File: config.mk
export PLATFORM = sky130hd
export DESIGN_NAME = stream_merger
export DESIGN_NICKNAME = d
export VERILOG_FILES = /design/src/hdl/fbc_pkg.sv /design/src/hdl/stream_merger.sv
export VERILOG_INCLUDE_DIRS = /design/src /design/src/hdl
export SDC_FILE = /design/constraint.sdc
export NUM_CORES = 1
export LEC_CHECK = 0
export ABC_AREA = 1
export BUFFER_PORTS_ARGS = -buffer_cell sky130_fd_sc_hd__buf_2
export CAP_MARGIN = 10
export CORE_MARGIN = 1
export CORE_UTILIZATION = 49
export DETAILED_ROUTE_END_ITERATION = 7
export GPL_TIMING_DRIVEN = 0
export MAX_ROUTING_LAYER = met4
export PLACE_DENSITY = 0.87
export SLEW_MARGIN = 10
export SYNTH_ARGS = -nofsm -noshare
export SYNTH_HDL_FRONTEND = slang
export SYNTH_SLANG_ARGS = --single-unit
File: constraint.sdc
create_clock -name read_clock -period 5.52 [get_ports read_clock]
set_input_delay 0.276 -clock read_clock [delete_from_list [all_inputs] [get_ports read_clock]]
set_output_delay 0.276 -clock read_clock [all_outputs]
set_load 0.02 [all_outputs]
File: src/hdl/fbc_cfg.svh
`ifndef FBC_CFG_SVH
`define FBC_CFG_SVH

// channel layout and word widths on the write side
`define FBC_DS_CHANNELS 8
`define FBC_DS_WORD_W   32
`define FBC_AT_WORD_W   16
`define FBC_BYTE_W      8

// FIFO depths in write words
`define FBC_DS_DEPTH    64
`define FBC_AT_DEPTH    128

// count widths, words on the write side and bytes on the read side
`define FBC_DS_WCNT_W   ($clog2(`FBC_DS_DEPTH) + 1)
`define FBC_AT_WCNT_W   ($clog2(`FBC_AT_DEPTH) + 1)
`define FBC_DS_RCNT_W   ($clog2(`FBC_DS_DEPTH * `FBC_DS_WORD_W / `FBC_BYTE_W) + 1)
`define FBC_AT_RCNT_W   ($clog2(`FBC_AT_DEPTH * `FBC_AT_WORD_W / `FBC_BYTE_W) + 1)

`endif

File: src/hdl/fbc_pkg.sv
`include "fbc_cfg.svh"

package fbc_pkg;

	// tags 0 to 7 name the DS channels, the next one names AT
	typedef logic [3:0] src_t;

	localparam src_t SRC_AT = src_t'(`FBC_DS_CHANNELS);

	// one byte of the merged output stream with the FIFO it came from
	typedef struct packed {
		src_t                  src;
		logic [`FBC_BYTE_W-1:0] data;
	} fbc_byte_t;

endpackage

File: src/hdl/stream_merger.sv
`timescale 1ns/1ps
`include "fbc_cfg.svh"

module stream_merger (
	input  logic                                       read_clock,
	input  logic                                       rst_n,

	input  logic [`FBC_DS_CHANNELS-1:0]                ds_empty,
	input  logic                                       at_empty,
	input  logic [`FBC_DS_CHANNELS*`FBC_BYTE_W-1:0]    ds_dout,
	input  logic [`FBC_BYTE_W-1:0]                     at_dout,
	output logic [`FBC_DS_CHANNELS-1:0]                ds_rd_en,
	output logic                                       at_rd_en,

	output logic                                       out_req,
	output fbc_pkg::fbc_byte_t                         out_data,
	input  logic                                       out_ack
);

	localparam int CH   = `FBC_DS_CHANNELS;
	localparam int CH_W = $clog2(CH);

	typedef enum logic [1:0] {
		S_IDLE,
		S_POP,
		S_PRESENT,
		S_RELEASE
	} state_t;

	state_t          state;
	logic            sel_at;
	logic [CH_W-1:0] last_ds;
	logic [CH_W-1:0] ds_pick;
	logic            ds_hit;

	// nearest nonempty channel after the last one served, wrapping round
	always_comb begin
		logic [CH_W-1:0] idx;
		ds_pick = last_ds;
		ds_hit  = 1'b0;
		for (int i = CH; i >= 1; i--) begin
			idx = last_ds + CH_W'(i);
			if (!ds_empty[idx]) begin
				ds_pick = idx;
				ds_hit  = 1'b1;
			end
		end
	end

	// the pop happens in the selection cycle itself
	assign at_rd_en = (state == S_IDLE) && !at_empty;
	assign ds_rd_en = ((state == S_IDLE) && at_empty && ds_hit) ?
		(CH'(1) << ds_pick) : '0;

	always_ff @(posedge read_clock or negedge rst_n) begin
		if (!rst_n) begin
			state   <= S_IDLE;
			sel_at  <= 1'b0;
			last_ds <= CH_W'(CH - 1);
		end else begin
			case (state)
				S_IDLE: begin
					if (!at_empty) begin
						sel_at <= 1'b1;
						state  <= S_POP;
					end else if (ds_hit) begin
						sel_at  <= 1'b0;
						last_ds <= ds_pick;
						state   <= S_POP;
					end
				end
				S_POP: begin
					state <= S_PRESENT;
				end
				S_PRESENT: begin
					if (out_ack) begin
						state <= S_RELEASE;
					end
				end
				default: begin
					if (!out_ack) begin
						state <= S_IDLE;
					end
				end
			endcase
		end
	end

	// the popped byte lands on dout one cycle after the pop
	always_ff @(posedge read_clock) begin
		if (state == S_POP) begin
			if (sel_at) begin
				out_data.src  <= fbc_pkg::SRC_AT;
				out_data.data <= at_dout;
			end else begin
				out_data.src  <= fbc_pkg::src_t'(last_ds);
				out_data.data <= ds_dout[last_ds*`FBC_BYTE_W +: `FBC_BYTE_W];
			end
		end
	end

	assign out_req = (state == S_PRESENT);

	assert property (@(posedge read_clock) disable iff (!rst_n)
		out_req |=> (!out_req || $stable(out_data)));

	// the consumer must have acknowledged before the request is withdrawn
	assert property (@(posedge read_clock) disable iff (!rst_n)
		$fell(out_req) |-> $past(out_ack));

endmodule

==> impl_metrics.json <==
{
  "end_kind": "primary output",
  "die_h_microns": 65.3,
  "p_total_uw": 1840,
  "drive_gt1_share_pct": 36.6,
  "io_buffers": 105,
  "syn_nets": 386,
  "drt_iter0_markers": 222,
  "htree_levels": 1,
  "fin_ws_ps": 2060,
  "dp_hpwl_mm": 4.85,
  "cts-resized-gates": 0,
  "maxCapViolCount": 0,
  "die_w_microns": 65.3,
  "yosysUniqueCellTypes": 31,
  "status": "complete, no violations",
  "clk_path_buf_depth": 2,
  "place.gp.congestion": 0.905,
  "layout_worst_path_cycle_share_pct": 62.7,
  "rsz0062_at_grt": "no",
  "io_pins": 106,
  "crit_path_max_incr_delay_ps": 550,
  "dr.pass1.iters": 6,
  "grt_pass1_vias": 2267,
  "final.setup_skew_ps": 1.88,
  "numCtsBuffers": 3,
  "n_antenna_cell": 0,
  "vias": 2457,
  "slew_viol_final": 0,
  "cp_max_fo": 10,
  "routedWlPerCell_microns": 13.2,
  "detail-route-antenna-nets": 0,
  "vias_per_cell": 5.40,
  "path_class": "flip-flop to primary output",
  "setup_tns_ps": 0,
  "syn_avg_cell_area_sq_um": 6.61,
  "drt-total-wl_mm": 6.03,
  "start_kind": "flip-flop",
  "grt_pass1_wl_mm": 9.97,
  "seq_area_frac_synth_pct": 26.2,
  "ys_seq_elements": 18,
  "grt_remaining_overflow": 0,
  "place_ws_ps": 2390,
  "clkLatencyLatePin_ps": 250,
  "cts_tree": "done",
  "worstPathRequired_ps": 5240,
  "setup_viol": 0,
  "cts_sinks": 18,
  "antenna_found_initial": 0,
  "mappedNetlistArea_sq_um": 1960,
  "yosys_warnings": 0,
  "crit_path_top_delay_cell": "dfstp_2",
  "core_area_sq_um": 3740,
  "synth_cells": 297,
  "grt_max_degree": 14,
  "clkTransAtPathRegs_ps": 70,
  "hp-class": "input port to flip-flop",
  "fin_crit_ps": 3460,
  "arrival_ps": 3190,
  "powerDensity_nw_per_um2": 705,
  "hold_violations": 0,
  "stdcell_count": 455,
  "die_area_sq_um": 4270,
  "worst_pin_slew_ps": 576,
  "max_freq_mhz": 289,
  "grt_usage_pct": 30.7,
  "p_leak_uw": 0.00147,
  "drc": 0,
  "dpl.cell_count": 450,
  "synthToLayoutAreaGrowth_pct": 32.6,
  "root_buffer": "clkbuf_8",
  "worstPathCellList": "buf_6 -> inv_6 -> clkbuf_1 -> ha_1 -> inv_2 -> nand3_1 -> nand2_1 -> nand2_1 -> and2_4 -> nand4_1 -> nor2_2 -> nor2_4 -> nand3_1 -> nor2_1 -> buf_2",
  "start_util_pct": 52.5,
  "rows": 22,
  "max_slew_margin_pct": 61.6,
  "layout.nets": 497,
  "vdd_drop_max_mv": 0.419
}
==> cells by family after synthesis <==
group,after synthesis,share of synthesized area (%)
adders and majority gates,5,3.18
AOI/OAI and AO/OA,59,20.0
xor gates and xnor gates,1,0.828
and+or+nand+nor,168,38.5
DFF,18,26.2
buffers and inverters,46,11.3
==> metrics by stage <==
step | area (sq um) | utilization [%] | hold slack (ps)
floorplan | 1960 | - | -19.6
global placement | 2550 | 68.1 | 107
detailed placement | 2550 | 68.1 | 107
CTS | 2610 | 69.6 | 299
global route | 2610 | 69.6 | 305
finish | 2610 | 69.6 | 298
==> where the power goes <==
part / switching (uW) / total [uW] / internal, uW / leakage (uW)
sequential: 26.7 / 270 / 243 / 0.000181
clock: 42.0 / 93.2 / 51.2 / 0.0000228
combinational: 951 / 1470 / 521 / 0.00126
==> cells in the mapped netlist <==
cell type  number  area share (%)
a31oi_1         4             1.3
nand4_1         2            0.64
ha_1            5             3.2
a21oi_2         1            0.45
dfrtp_1         3             3.8
buf_6           4             2.3
a21o_1          4             1.5
a221oi_1        9             4.0
buf_2           3            0.76
inv_1          26             5.0
inv_6           1            0.45
inv_2           6             1.1
nor2_2          2            0.64
nor2_1         22             4.2
xor2_2          1            0.83
clkbuf_1        3            0.57
inv_4           1            0.32
dfstp_2         3             4.0
nand2_4         2             1.1
buf_4           2            0.76
o21ai_1         3            0.76
o21ai_0         5             1.3
nand3_1        24             6.1
nand2_1       101              19
a21oi_1        21             5.4
and2_4          1            0.45
a22o_1         12             5.4
nand3_2         7             3.6
nand2_2         6             1.9
edfxtp_1       12              18
nor2_4          1            0.57
==> worst max-delay path, delay by kind of cell (launching register included) <==
kind,cells,cell delay [ps]
flip-flops,1,550
adder cells (fa/ha/maj),1,500
AND/OR/NAND/NOR,9,1090
buffers and inverters,5,800
==> worst paths after layout <==
path	startpoint	to	slack, ps	cells after the start
setup reg to reg	last_ds[0]	state[1]	2630	16
min in group asynchronous	rst_n	sel_at	390	2
hold reg to reg	sel_at	out_data[11]	480	0
hold / removal	at_dout[2]	out_data[2]	300	2
setup / recovery	last_ds[0]	ds_rd_en[1]	2060	15
max in group asynchronous	rst_n	last_ds[1]	4910	2
==> layer usage <==
layer  vias to the layer above  share of wire [%]  global-route usage [%]
li1                       1216                  -                       -
met1                      1105                 41                    37.8
met2                       124                 48                    51.8
met3                        12                8.3                    3.47
met4                         0                2.2                    10.9
met5                         -                  0                       -
==> repair_timing <==
item	CTS	global route
hold buffers	1	0
hold endpoints to repair	3	0
setup buffers	0	0
==> placed cells by master (no fill, tap or decap), types with 3 or more instances in the layout <==
cell and instances:
edfxtp_1 12, clkbuf_1 4, nor2_1 22, nand3_2 7
nand2_1 101, o21ai_1 3, clkbuf_8 3, inv_2 6
inv_1 26, o21ai_0 5, nand2_2 6, a31oi_1 4
a22o_1 12, buf_2 108, nand3_1 24, a221oi_1 9
ha_1 5, a21o_1 4, a21oi_1 21, dfstp_2 3
buf_6 4, dfrtp_1 3
==> area by class of cell <==
class                   count  area, sq um
clock buffers               4         45.0
inverters                  34          135
repair buffers            106          536
plain buffers              12         86.3
well taps                  48         60.1
multi-input cells         233         1230
fillers                   364         1140
flip-flops and latches     18          514
==> sequential cells by signal, summed over array words and instances, names as in the netlist <==
signal and count:
sel_at 1, last_ds 3, state 2, out_data 12
Note: power is estimated with default switching activity, not from simulation.
